===== config.mk =====
export PLATFORM = sky130hd
export DESIGN_NAME = single_cycle_cpu
export DESIGN_NICKNAME = d
export VERILOG_FILES = /design/src/logic/cpu_pkg.sv /design/src/logic/instr_decode.sv /design/src/logic/reg_file.sv /design/src/logic/alu.sv /design/src/logic/next_pc.sv /design/src/logic/single_cycle_cpu.sv
export VERILOG_INCLUDE_DIRS = /design/src /design/src/logic
export SDC_FILE = /design/constraint.sdc
export NUM_CORES = 2
export LEC_CHECK = 0
export BUFFER_PORTS_ARGS = -buffer_cell sky130_fd_sc_hd__buf_2
export CAP_MARGIN = 40
export CORE_UTILIZATION = 45
export CTS_BUF_LIST = sky130_fd_sc_hd__clkbuf_4
export CTS_CLUSTER_SIZE = 30
export DETAILED_ROUTE_END_ITERATION = 6
export PLACE_DENSITY = 0.72
export SLEW_MARGIN = 5
export SYNTH_ARGS = -nofsm -noshare
export SYNTH_HDL_FRONTEND = slang
export SYNTH_SLANG_ARGS = --single-unit

===== constraint.sdc =====
create_clock -name clk -period 7.4 [get_ports clk]
set_input_delay 0 -clock clk [delete_from_list [all_inputs] [get_ports clk]]
set_output_delay 0 -clock clk [all_outputs]
set_load 0.01 [all_outputs]

===== src/logic/cpu_settings.svh =====
`ifndef CPU_SETTINGS_SVH
`define CPU_SETTINGS_SVH

// datapath and address width
`define CPU_XLEN 32

// architectural register file
`define CPU_NUM_REGS 32
`define CPU_REG_ADDR_W 5

// first fetch address out of reset
`define CPU_RESET_PC 32'h0000_0000

`endif


===== src/logic/cpu_pkg.sv =====
`include "cpu_settings.svh"

package cpu_pkg;

    typedef logic [`CPU_XLEN-1:0] wordT;

    // major opcodes, instr[6:0]
    typedef enum logic [6:0] {
        opLui    = 7'b0110111,
        opAuipc  = 7'b0010111,
        opJal    = 7'b1101111,
        opJalr   = 7'b1100111,
        opBranch = 7'b1100011,
        opLoad   = 7'b0000011,
        opStore  = 7'b0100011,
        opImm    = 7'b0010011,
        opReg    = 7'b0110011
    } opcodeT;

    typedef enum logic [3:0] {
        aluAdd,
        aluSub,
        aluSll,
        aluSlt,
        aluSltu,
        aluXor,
        aluSrl,
        aluSra,
        aluOr,
        aluAnd
    } aluOpT;

    // values match the branch funct3 field
    typedef enum logic [2:0] {
        brEq  = 3'b000,
        brNe  = 3'b001,
        brLt  = 3'b100,
        brGe  = 3'b101,
        brLtu = 3'b110,
        brGeu = 3'b111
    } branchCondT;

    typedef enum logic [1:0] {
        wbAlu,
        wbLink,
        wbUpper,
        wbLoad
    } wbSelT;

endpackage


===== src/logic/instr_decode.sv =====
`timescale 1ns/1ns
`include "cpu_settings.svh"

module instr_decode (
    input  cpu_pkg::wordT               instr,
    output cpu_pkg::opcodeT             opcode,
    output logic [`CPU_REG_ADDR_W-1:0]  rd,
    output logic [`CPU_REG_ADDR_W-1:0]  rs1,
    output logic [`CPU_REG_ADDR_W-1:0]  rs2,
    output cpu_pkg::wordT               imm,
    output cpu_pkg::aluOpT              aluOp,
    output logic                        aluUseImm,
    output cpu_pkg::branchCondT         branchCond,
    output cpu_pkg::wbSelT              wbSel,
    output logic                        regWen,
    output logic                        memWen,
    output logic                        illegal
);

    logic [2:0] funct3;
    logic [6:0] funct7;
    logic funct7Zero;
    logic funct7Alt;                     // sub / sra form
    cpu_pkg::wordT immI;
    cpu_pkg::wordT immS;
    cpu_pkg::wordT immB;
    cpu_pkg::wordT immU;
    cpu_pkg::wordT immJ;
    cpu_pkg::aluOpT arithOp;

    assign opcode = cpu_pkg::opcodeT'(instr[6:0]);
    assign rd     = instr[11:7];
    assign rs1    = instr[19:15];
    assign rs2    = instr[24:20];
    assign funct3 = instr[14:12];
    assign funct7 = instr[31:25];        // also imm[11:5] for shift immediates

    assign funct7Zero = (funct7 == 7'b0000000);
    assign funct7Alt  = (funct7 == 7'b0100000);

    assign immI = {{(`CPU_XLEN-12){instr[31]}}, instr[31:20]};
    assign immS = {{(`CPU_XLEN-12){instr[31]}}, instr[31:25], instr[11:7]};
    assign immB = {{(`CPU_XLEN-13){instr[31]}}, instr[31], instr[7], instr[30:25],
                   instr[11:8], 1'b0};
    assign immU = {instr[31:12], 12'b0};
    assign immJ = {{(`CPU_XLEN-21){instr[31]}}, instr[31], instr[19:12], instr[20],
                   instr[30:21], 1'b0};

    // shared funct3 map for reg and imm arithmetic
    always_comb begin
        case (funct3)
            3'b000:  arithOp = (opcode == cpu_pkg::opReg && funct7[5]) ? cpu_pkg::aluSub
                                                                       : cpu_pkg::aluAdd;
            3'b001:  arithOp = cpu_pkg::aluSll;
            3'b010:  arithOp = cpu_pkg::aluSlt;
            3'b011:  arithOp = cpu_pkg::aluSltu;
            3'b100:  arithOp = cpu_pkg::aluXor;
            3'b101:  arithOp = funct7[5] ? cpu_pkg::aluSra : cpu_pkg::aluSrl;
            3'b110:  arithOp = cpu_pkg::aluOr;
            default: arithOp = cpu_pkg::aluAnd;
        endcase
    end

    always_comb begin
        imm        = immI;
        aluOp      = cpu_pkg::aluAdd;    // address and auipc sums
        aluUseImm  = 1'b0;
        branchCond = cpu_pkg::branchCondT'(funct3);
        wbSel      = cpu_pkg::wbAlu;
        regWen     = 1'b0;
        memWen     = 1'b0;
        illegal    = 1'b0;
        case (opcode)
            cpu_pkg::opLui: begin
                imm    = immU;
                wbSel  = cpu_pkg::wbUpper;
                regWen = 1'b1;
            end
            cpu_pkg::opAuipc: begin
                imm       = immU;
                aluUseImm = 1'b1;
                wbSel     = cpu_pkg::wbUpper;
                regWen    = 1'b1;
            end
            cpu_pkg::opJal: begin
                imm    = immJ;
                wbSel  = cpu_pkg::wbLink;
                regWen = 1'b1;
            end
            cpu_pkg::opJalr: begin
                wbSel   = cpu_pkg::wbLink;
                regWen  = 1'b1;
                illegal = (funct3 != 3'b000);
            end
            cpu_pkg::opBranch: begin
                imm     = immB;
                illegal = (funct3[2:1] == 2'b01);    // funct3 2 and 3 unused
            end
            cpu_pkg::opLoad: begin
                aluUseImm = 1'b1;
                wbSel     = cpu_pkg::wbLoad;
                regWen    = 1'b1;
                illegal   = (funct3 != 3'b010);      // lw only
            end
            cpu_pkg::opStore: begin
                imm       = immS;
                aluUseImm = 1'b1;
                memWen    = 1'b1;
                illegal   = (funct3 != 3'b010);      // sw only
            end
            cpu_pkg::opImm: begin
                aluOp     = arithOp;
                aluUseImm = 1'b1;
                regWen    = 1'b1;
                if (funct3 == 3'b001) begin
                    illegal = !funct7Zero;
                end else if (funct3 == 3'b101) begin
                    illegal = !(funct7Zero || funct7Alt);
                end
            end
            cpu_pkg::opReg: begin
                aluOp   = arithOp;
                regWen  = 1'b1;
                illegal = !(funct7Zero ||
                            (funct7Alt && (funct3 == 3'b000 || funct3 == 3'b101)));
            end
            default: illegal = 1'b1;
        endcase
        // no side effects from a bad encoding
        if (illegal) begin
            regWen = 1'b0;
            memWen = 1'b0;
        end
    end

endmodule


===== src/logic/reg_file.sv =====
`timescale 1ns/1ns
`include "cpu_settings.svh"

module reg_file (
    input  logic                        clk,
    input  logic                        rst,
    input  logic [`CPU_REG_ADDR_W-1:0]  rs1,
    input  logic [`CPU_REG_ADDR_W-1:0]  rs2,
    output cpu_pkg::wordT               rs1Data,
    output cpu_pkg::wordT               rs2Data,
    input  logic [`CPU_REG_ADDR_W-1:0]  rd,
    input  logic                        wen,
    input  cpu_pkg::wordT               wdata
);

    cpu_pkg::wordT regs [`CPU_NUM_REGS];

    always_ff @(posedge clk) begin
        if (rst) begin
            for (int i = 0; i < `CPU_NUM_REGS; i++) begin
                regs[i] <= '0;
            end
        end else if (wen && rd != '0) begin    // x0 never written
            regs[rd] <= wdata;
        end
    end

    // async read, x0 reads zero
    assign rs1Data = (rs1 == '0) ? '0 : regs[rs1];
    assign rs2Data = (rs2 == '0) ? '0 : regs[rs2];

endmodule


===== src/logic/alu.sv =====
`timescale 1ns/1ns
`include "cpu_settings.svh"

module alu (
    input  cpu_pkg::wordT   a,
    input  cpu_pkg::wordT   b,
    input  cpu_pkg::aluOpT  aluOp,
    output cpu_pkg::wordT   result
);

    logic [4:0] shamt;
    logic signedLess;
    logic unsignedLess;

    assign shamt = b[4:0];

    // compare results for slt and sltu
    assign signedLess   = ($signed(a) < $signed(b));
    assign unsignedLess = (a < b);

    always_comb begin
        case (aluOp)
            cpu_pkg::aluAdd:  result = a + b;       // also load/store address
            cpu_pkg::aluSub:  result = a - b;
            cpu_pkg::aluSll:  result = a << shamt;
            cpu_pkg::aluSlt:  result = {{(`CPU_XLEN-1){1'b0}}, signedLess};
            cpu_pkg::aluSltu: result = {{(`CPU_XLEN-1){1'b0}}, unsignedLess};
            cpu_pkg::aluXor:  result = a ^ b;
            cpu_pkg::aluSrl:  result = a >> shamt;
            cpu_pkg::aluSra:  result = $signed(a) >>> shamt;   // sign fill
            cpu_pkg::aluOr:   result = a | b;
            cpu_pkg::aluAnd:  result = a & b;
            default:          result = '0;
        endcase
    end

endmodule


===== src/logic/next_pc.sv =====
`timescale 1ns/1ns
`include "cpu_settings.svh"

module next_pc (
    input  logic                 clk,
    input  logic                 rst,
    input  cpu_pkg::opcodeT      opcode,
    input  cpu_pkg::branchCondT  branchCond,
    input  cpu_pkg::wordT        imm,
    input  cpu_pkg::wordT        rs1Data,
    input  cpu_pkg::wordT        rs2Data,
    input  logic                 illegal,
    output cpu_pkg::wordT        pc,
    output logic                 halt
);

    logic taken;
    cpu_pkg::wordT pcPlus4;
    cpu_pkg::wordT pcPlusImm;
    cpu_pkg::wordT jalrSum;
    cpu_pkg::wordT pcNext;

    always_comb begin
        case (branchCond)
            cpu_pkg::brEq:  taken = (rs1Data == rs2Data);
            cpu_pkg::brNe:  taken = (rs1Data != rs2Data);
            cpu_pkg::brLt:  taken = ($signed(rs1Data) < $signed(rs2Data));
            cpu_pkg::brGe:  taken = ($signed(rs1Data) >= $signed(rs2Data));
            cpu_pkg::brLtu: taken = (rs1Data < rs2Data);
            cpu_pkg::brGeu: taken = (rs1Data >= rs2Data);
            default:        taken = 1'b0;   // reserved, decode flags it
        endcase
    end

    assign pcPlus4   = pc + 32'd4;
    assign pcPlusImm = pc + imm;
    assign jalrSum   = rs1Data + imm;

    always_comb begin
        if (opcode == cpu_pkg::opJal || (opcode == cpu_pkg::opBranch && taken)) begin
            pcNext = pcPlusImm;
        end else if (opcode == cpu_pkg::opJalr) begin
            pcNext = {jalrSum[`CPU_XLEN-1:1], 1'b0};   // lsb dropped
        end else begin
            pcNext = pcPlus4;
        end
    end

    // halt is sticky until reset, pc holds on the bad instruction
    always_ff @(posedge clk) begin
        if (rst) begin
            pc   <= `CPU_RESET_PC;
            halt <= 1'b0;
        end else if (!halt) begin
            if (illegal) halt <= 1'b1;
            else         pc   <= pcNext;
        end
    end

endmodule


===== src/logic/single_cycle_cpu.sv =====
`timescale 1ns/1ns
`include "cpu_settings.svh"

module single_cycle_cpu (
    input  logic           clk,
    input  logic           rst,
    output cpu_pkg::wordT  instrAddr,
    input  cpu_pkg::wordT  instr,
    output cpu_pkg::wordT  dataAddr,
    output cpu_pkg::wordT  dataWrite,
    output logic           dataWen,
    input  cpu_pkg::wordT  dataRead,
    output logic           halt
);

    cpu_pkg::opcodeT opcode;
    logic [`CPU_REG_ADDR_W-1:0] rd;
    logic [`CPU_REG_ADDR_W-1:0] rs1;
    logic [`CPU_REG_ADDR_W-1:0] rs2;
    cpu_pkg::wordT imm;
    cpu_pkg::aluOpT aluOp;
    logic aluUseImm;
    cpu_pkg::branchCondT branchCond;
    cpu_pkg::wbSelT wbSel;
    logic regWen;
    logic memWen;
    logic illegal;
    cpu_pkg::wordT rs1Data;
    cpu_pkg::wordT rs2Data;
    cpu_pkg::wordT aluA;
    cpu_pkg::wordT aluB;
    cpu_pkg::wordT aluResult;
    cpu_pkg::wordT wbData;
    cpu_pkg::wordT pc;

    instr_decode instr_decode_inst (
        .instr(instr), .opcode(opcode), .rd(rd), .rs1(rs1), .rs2(rs2), .imm(imm),
        .aluOp(aluOp), .aluUseImm(aluUseImm), .branchCond(branchCond), .wbSel(wbSel),
        .regWen(regWen), .memWen(memWen), .illegal(illegal)
    );

    reg_file reg_file_inst (
        .clk(clk), .rst(rst), .rs1(rs1), .rs2(rs2), .rs1Data(rs1Data), .rs2Data(rs2Data),
        .rd(rd), .wen(regWen && !halt), .wdata(wbData)
    );

    // auipc adds to the pc instead of rs1
    assign aluA = (opcode == cpu_pkg::opAuipc) ? pc : rs1Data;
    assign aluB = aluUseImm ? imm : rs2Data;

    alu alu_inst (.a(aluA), .b(aluB), .aluOp(aluOp), .result(aluResult));

    next_pc next_pc_inst (
        .clk(clk), .rst(rst), .opcode(opcode), .branchCond(branchCond), .imm(imm),
        .rs1Data(rs1Data), .rs2Data(rs2Data), .illegal(illegal), .pc(pc), .halt(halt)
    );

    always_comb begin
        case (wbSel)
            cpu_pkg::wbAlu:   wbData = aluResult;
            cpu_pkg::wbLink:  wbData = pc + 32'd4;   // return address
            cpu_pkg::wbUpper: wbData = (opcode == cpu_pkg::opLui) ? imm : aluResult;
            default:          wbData = dataRead;
        endcase
    end

    assign instrAddr = pc;
    assign dataAddr  = aluResult;
    assign dataWrite = rs2Data;
    assign dataWen   = memWen && !halt;   // one strobe per sw

endmodule


## After elaboration in Yosys (flattened, before gate mapping)

Memory sizes are Yosys's and may differ from the RTL's.
Index checks and enable logic that the tools add are counted.

| cells by class | value |
|---|---|
| $add $sub $neg | 5 |
| order comparisons | 6 |
| equality and inequality tests | 32 |
| shift operators | 3 |
| mux-type cells | 34 |
| bitwise gates (word level) | 5 |
| reductions and logical operators | 31 |

Operators by type and width:

| operator | count |
|---|---|
| 32-bit case mux with 10 select lines | 1 |
| 32-bit two-way mux | 8 |
| 32-bit less-than comparator | 4 |
| 31-bit case mux with 4 select lines | 1 |
| 32-bit adder | 3 |
| 32-bit case mux with 3 select lines | 1 |
| 32-bit greater-or-equal comparator | 2 |
| 32-bit by 3-bit adder with 32-bit output, second input constant | 1 |
| 32-bit bitwise AND | 1 |
| 32-bit == test | 1 |
| 32-bit != test | 1 |
| 32-bit OR | 1 |
| 32-bit OR reduction | 1 |
| 32-bit by 5-bit << shifter with 32-bit output | 1 |
| 32-bit by 5-bit right shift with 32-bit output | 1 |
| 32-bit by 5-bit >>> shifter with 32-bit output | 1 |
| 32-bit subtractor | 1 |
| 32-bit XOR | 1 |
| 7-bit by 6-bit == test with 1-bit output, second input constant | 4 |
| 4-bit case mux with 7 select lines | 1 |
| 7-bit == test, second input constant | 3 |
| 1-bit two-way mux | 17 |
| 4-bit by 3-bit == test with 1-bit output, second input constant | 4 |
| 7-bit by 5-bit == test with 1-bit output, second input constant | 2 |
| 30 further kinds | 54 |

| storage, ports and cells | value |
|---|---|
| register bits | 33 |
| RAM bits | 1,024 |
| input port bits | 66 |
| output and inout bits | 98 |
| memories kept | 1 |

Memory list:

| name | depth | width | read ports | clocked after Yosys merged registers in | write ports | RTL line | source |
|---|---|---|---|---|---|---|---|
| reg_file_inst.regs | 32 | 32 | 2 | 0 | 32 | reg_file.sv:16 | `` cpu_pkg::wordT regs [`CPU_NUM_REGS]; `` |

## Logic depth before layout (Yosys ltp)

| depth | value |
|---|---|
| depth in word-level cells | 14 |
| gate-level depth with buffers | 29 |

## Cells and area by module

Synthesis repeated with hierarchy kept, for this count alone.

| second synthesis, totals | value |
|---|---|
| cell total of the unflattened synthesis | 6,020 |
| area, all modules | 72,261.8 sq um |

By module, submodules not included:

| module | times used | cells an instance | area each (sq um) | sequential area each (sq um) |
|---|---|---|---|---|
| reg_file | 1 | 3,502 | 54,253.3 | 30,749.5 |
| alu | 1 | 1,181 | 8,359.3 | 0.0 |
| next_pc | 1 | 853 | 6,277.3 | 660.6 |
| single_cycle_cpu | 1 | 353 | 2,486.1 | 0.0 |
| instr_decode | 1 | 131 | 885.8 | 0.0 |

## Worst setup path before layout

No wires, ideal clock.

| timing path | value |
|---|---|
| path type | input to register |
| from | input instr[20] |
| to | memory reg_file_inst.regs[21][26] (netlist bit), data pin |
| data arrival time | 6.739 ns |
| required time | 7.134 ns |
| setup slack | 0.395 ns |
| cell stages on the path | 28 |
| buffers on the path | 9 |
| path through | buf_2 buf_6 buf_6 buf_6 buf_4 buf_2 buf_1 buf_1 mux4_2 mux4_2 mux2i_1 nor2_1 nand2_1 o21ai_0 ha_1 inv_1 nand2_1 or4_1 o21ai_0 o211ai_1 a211oi_1 nor2_1 a221o_1 a2111oi_0 o31ai_1 a21boi_1 buf_2 nor2_1 |

RTL lines:

| element | RTL line | source |
|---|---|---|
| start: declaration | single_cycle_cpu.sv:8 | `input cpu_pkg::wordT instr,` |
| end: declaration | reg_file.sv:16 |  |

## Final worst setup path

| timing path | value |
|---|---|
| from | input instr[17] |
| to | output dataAddr[27] |

| on the way | value |
|---|---|
| word-level cells in the longest chain between the ends | 5 |
| elaborated cells on any way between the ends | 15 |

Ends and longest elaborated chain:

| element | RTL line | source |
|---|---|---|
| memory read 32 x 32 bit / 5-bit logical NOT (equally long branches) | n/a |  |
| 32-bit two-way mux | reg_file.sv:29 | `assign rs1Data = (rs1 == '0) ? '0 : regs[rs1];` |
| 32-bit two-way mux | single_cycle_cpu.sv:48 | `assign aluA = (opcode == cpu_pkg::opAuipc) ? pc : rs1Data;` |
| 32-bit subtractor, or another cell as far along | alu.sv:24 | `cpu_pkg::aluSub: result = a - b;` |
| 32-bit case mux with 10 select lines (*) | alu.sv:22 | `case (aluOp)` |
| end: declaration | single_cycle_cpu.sv:9 | `output cpu_pkg::wordT dataAddr,` |

Mark *: on every way between the ends. The rest lies on a longest branch, timed or not.

==> flow_summary.toml <==
[synthesis]
synthArstFlopShare = 0
ys_ff_latch = 1057
ys_seq_area_frac = 0.444
yosysWarnings = 0
synth.avg_cell_area_um2 = 10.8
syn_area_um2 = 70800
synth-edff-count = 1024
yosys.area.top_type = "edfxtp_1"
synth_cell_type_count = 102
synth-main-ff-cell = "edfxtp_1"
synth.area.top_cells = "edfxtp_1 43%, mux4_2 10%, mux2i_1 8.3%, nor2_1 5.2%, a21oi_1 3.9%"
syn_inst = 6587
synth_top_area_share = 0.434

[placed_design]
io_buffers = 163
place.gp.congestion = 1.09
postPlaceCellArea_um2 = 77800
dp_hpwl_um = 246000
dp_worst_setup_slack_ns = 0.227

[clock_network]
root_buffer = "clkbuf_4"
cts_tree = "built"
clkTransAtPathRegs_ns = 0.05
htree_num_levels = 5
cts_sinks = 1057
clk_latency_ns = 1.31
clockBufferDepth = 4
numCtsBuffers = 296

[routing]
drc_errors = 4
dr.pass1.iters = 7
viasPerCell = 6.98
dr_total_vias = 65800
wl_um = 344000
avgRoutedWirePerCell_um = 36.4
ant_nets = 0
drt-initial-drc-count = 11200

[timing]
finalSetupViolCount = 0
slew_violations = 0
period_needed_ns = 7.35
tightest_slew_ns = 1.43
post-route-period-util = 0.993
fmax_ghz = 0.136
fin_skew_ns = 0.130
hold_violations = 0
setup_slack_ns = 0.0525
slew_headroom = 0.0468
whs_ns = 0.0776
rsz0062_at_grt = "no"

[worst_hold_path]
holdCritPathClass = "in -> reg"
min_from = "dataRead[8]"
worstHoldPathCells = 5
holdPathEnd = "reg_file_inst.regs[7][8]"

[setup_path]
start_kind = "primary input"
crit_type = "in -> out"
crit_start = "instr[17]"
worstPathRequired_ns = 7.40
rr_startpoint = "reg_file_inst.regs[19][25]"
r2r_end = "next_pc_inst.pc[21]"
crit_fanout = 26
cp-end-kind = "output pin"
reg2reg_depth = 22
critical_path_arrival_ns = 7.35
r2r_slack_ns = 0.16

[flow_run]
drv_cap = 0

[power]
power_mw = 19.6
peakVddDrop_mv = 0.157
power.density_nw_per_um2 = 238
p_leak_nw = 32.7

[global_routing]
met2_usage = 0.637
grt_pass1_wl_um = 474000
use_met1 = 0.520
met3_usage = 0.131
grt_max_degree = 86
grt.busiest_layer = "met2"
gr-total-overflow = 0
antenna_found_initial = 26
grt_pass1_vias = 63000
grt_usage = 0.423

[floorplanning]
floorplan.core_area_um2 = 156000
start_util = 0.453
die-height_um = 399
die_area_um2 = 159000
die_w_um = 399
io_pins = 164
std_cell_rows = 145

[layout]
nets = 7445
final_common_cell = "edfxtp_1"
final_util = 0.528
areaGrowthSynthToFinish_pct = 16.4
layout-drive-gt1-share = 0.237
stdcell_area_um2 = 82500
final_cell_mix = "1024 x edfxtp_1, 978 x nor2_1, 586 x mux2i_1, 545 x a21oi_1, 516 x buf_4"

[status]
outcome = "complete, but fails checks"
violations = "DRC"
-- critical path: stages --
cell and delay, ns:
dlygate4sd3_1 0.52, buf_2 0.55, and2_4 0.60, buf_4 0.40
a22oi_1 0.12, a21oi_1 0.25, nor4_2 0.16, buf_6 0.18
a22oi_2 0.58, buf_4 0.27, inv_1 0.08, ha_1 0.30
inv_1 0.13, a21oi_1 0.24, o21bai_1 0.09, a2111o_1 0.48
o211a_1 0.26, a2111oi_0 0.40, buf_4 0.19, nand2_1 0.08
a221oi_1 0.44, o21ai_0 0.19, buf_4 0.21, or2_2 0.38
buf_2 0.17
-- per-stage QoR --
stage / setup TNS [ns] / cells
after floorplan: 0 / 6618
after global placement: -116.52 / 8785
after detailed placement: 0 / 8828
after CTS: 0 / 9420
after global routing: 0 / 9428
final: 0 / 9434
-- report_power, final --
group | switching (mW) | leakage (nW) | total, mW | internal, mW
Clock | 2.53 | 2.05 | 5.10 | 2.56
Combinational | 5.06 | 19.8 | 7.61 | 2.56
Sequential | 0.125 | 10.8 | 6.88 | 6.75
-- area by class of cell --
class / count / area [µm²]
repair buffers: 876 / 7510
clock inverters: 74 / 319
fillers: 13700 / 73700
flip-flops and latches: 1057 / 31400
inverters: 167 / 627
multi-input cells: 4784 / 36900
well taps: 2058 / 2570
diodes: 10 / 25.0
clock buffers: 408 / 3060
-- flip-flops by register name (all words and copies together), names as in the netlist --
signal,cells
next_pc_inst.pc,32
next_pc_inst.halt,1
reg_file_inst.regs,1024
-- cells by family after synthesis --
logic type	synth area share
buf+inv	0.0462
mux	0.193
xor+xnor	0.0105
flops	0.444
fa+ha+maj	0.0352
compound gates	0.159
other cells	0.0000530
simple gates	0.113
-- cells in the mapped netlist, drive strengths merged, types with 100 or more instances --
library cell,number
nor2,988
clkbuf,344
ha,193
a21oi,556
o21ai,192
nand2,354
nor3,100
mux4,329
a22oi,274
edfxtp,1024
a211oi,150
mux2i,587
buf,266
inv,167
-- worst max-delay path by stage --
stage / to / slack (ns) / depth (start not counted)
2_1_floorplan: reg_file_inst.regs[21][26] / 0.39 / 28
3_3_place_gp: reg_file_inst.regs[26][27] / -0.86 / 23
3_5_place_dp: reg_file_inst.regs[16][26] / 0.23 / 24
4_1_cts: dataAddr[26] / 0.02 / 19
5_1_grt: dataAddr[27] / 0.02 / 21
6_report: dataAddr[27] / 0.05 / 25
-- repair_timing --
action,CTS,global route
resized for setup,2,14
pin swaps,0,1
hold buffers,110,0
gates cloned,0,0
hold endpoints to repair,1182,0
endpoints found under the setup margin,1,9
setup buffers,0,0
-- metal layers --
metal  up-vias  routed length [µm]
li1      26500                   -
met1     32100              119000
met4        26               28400
met2      5931              150000
met5         -                 185
met3      1327               47000
No activity file was read; power rests on OpenSTA's default activity.
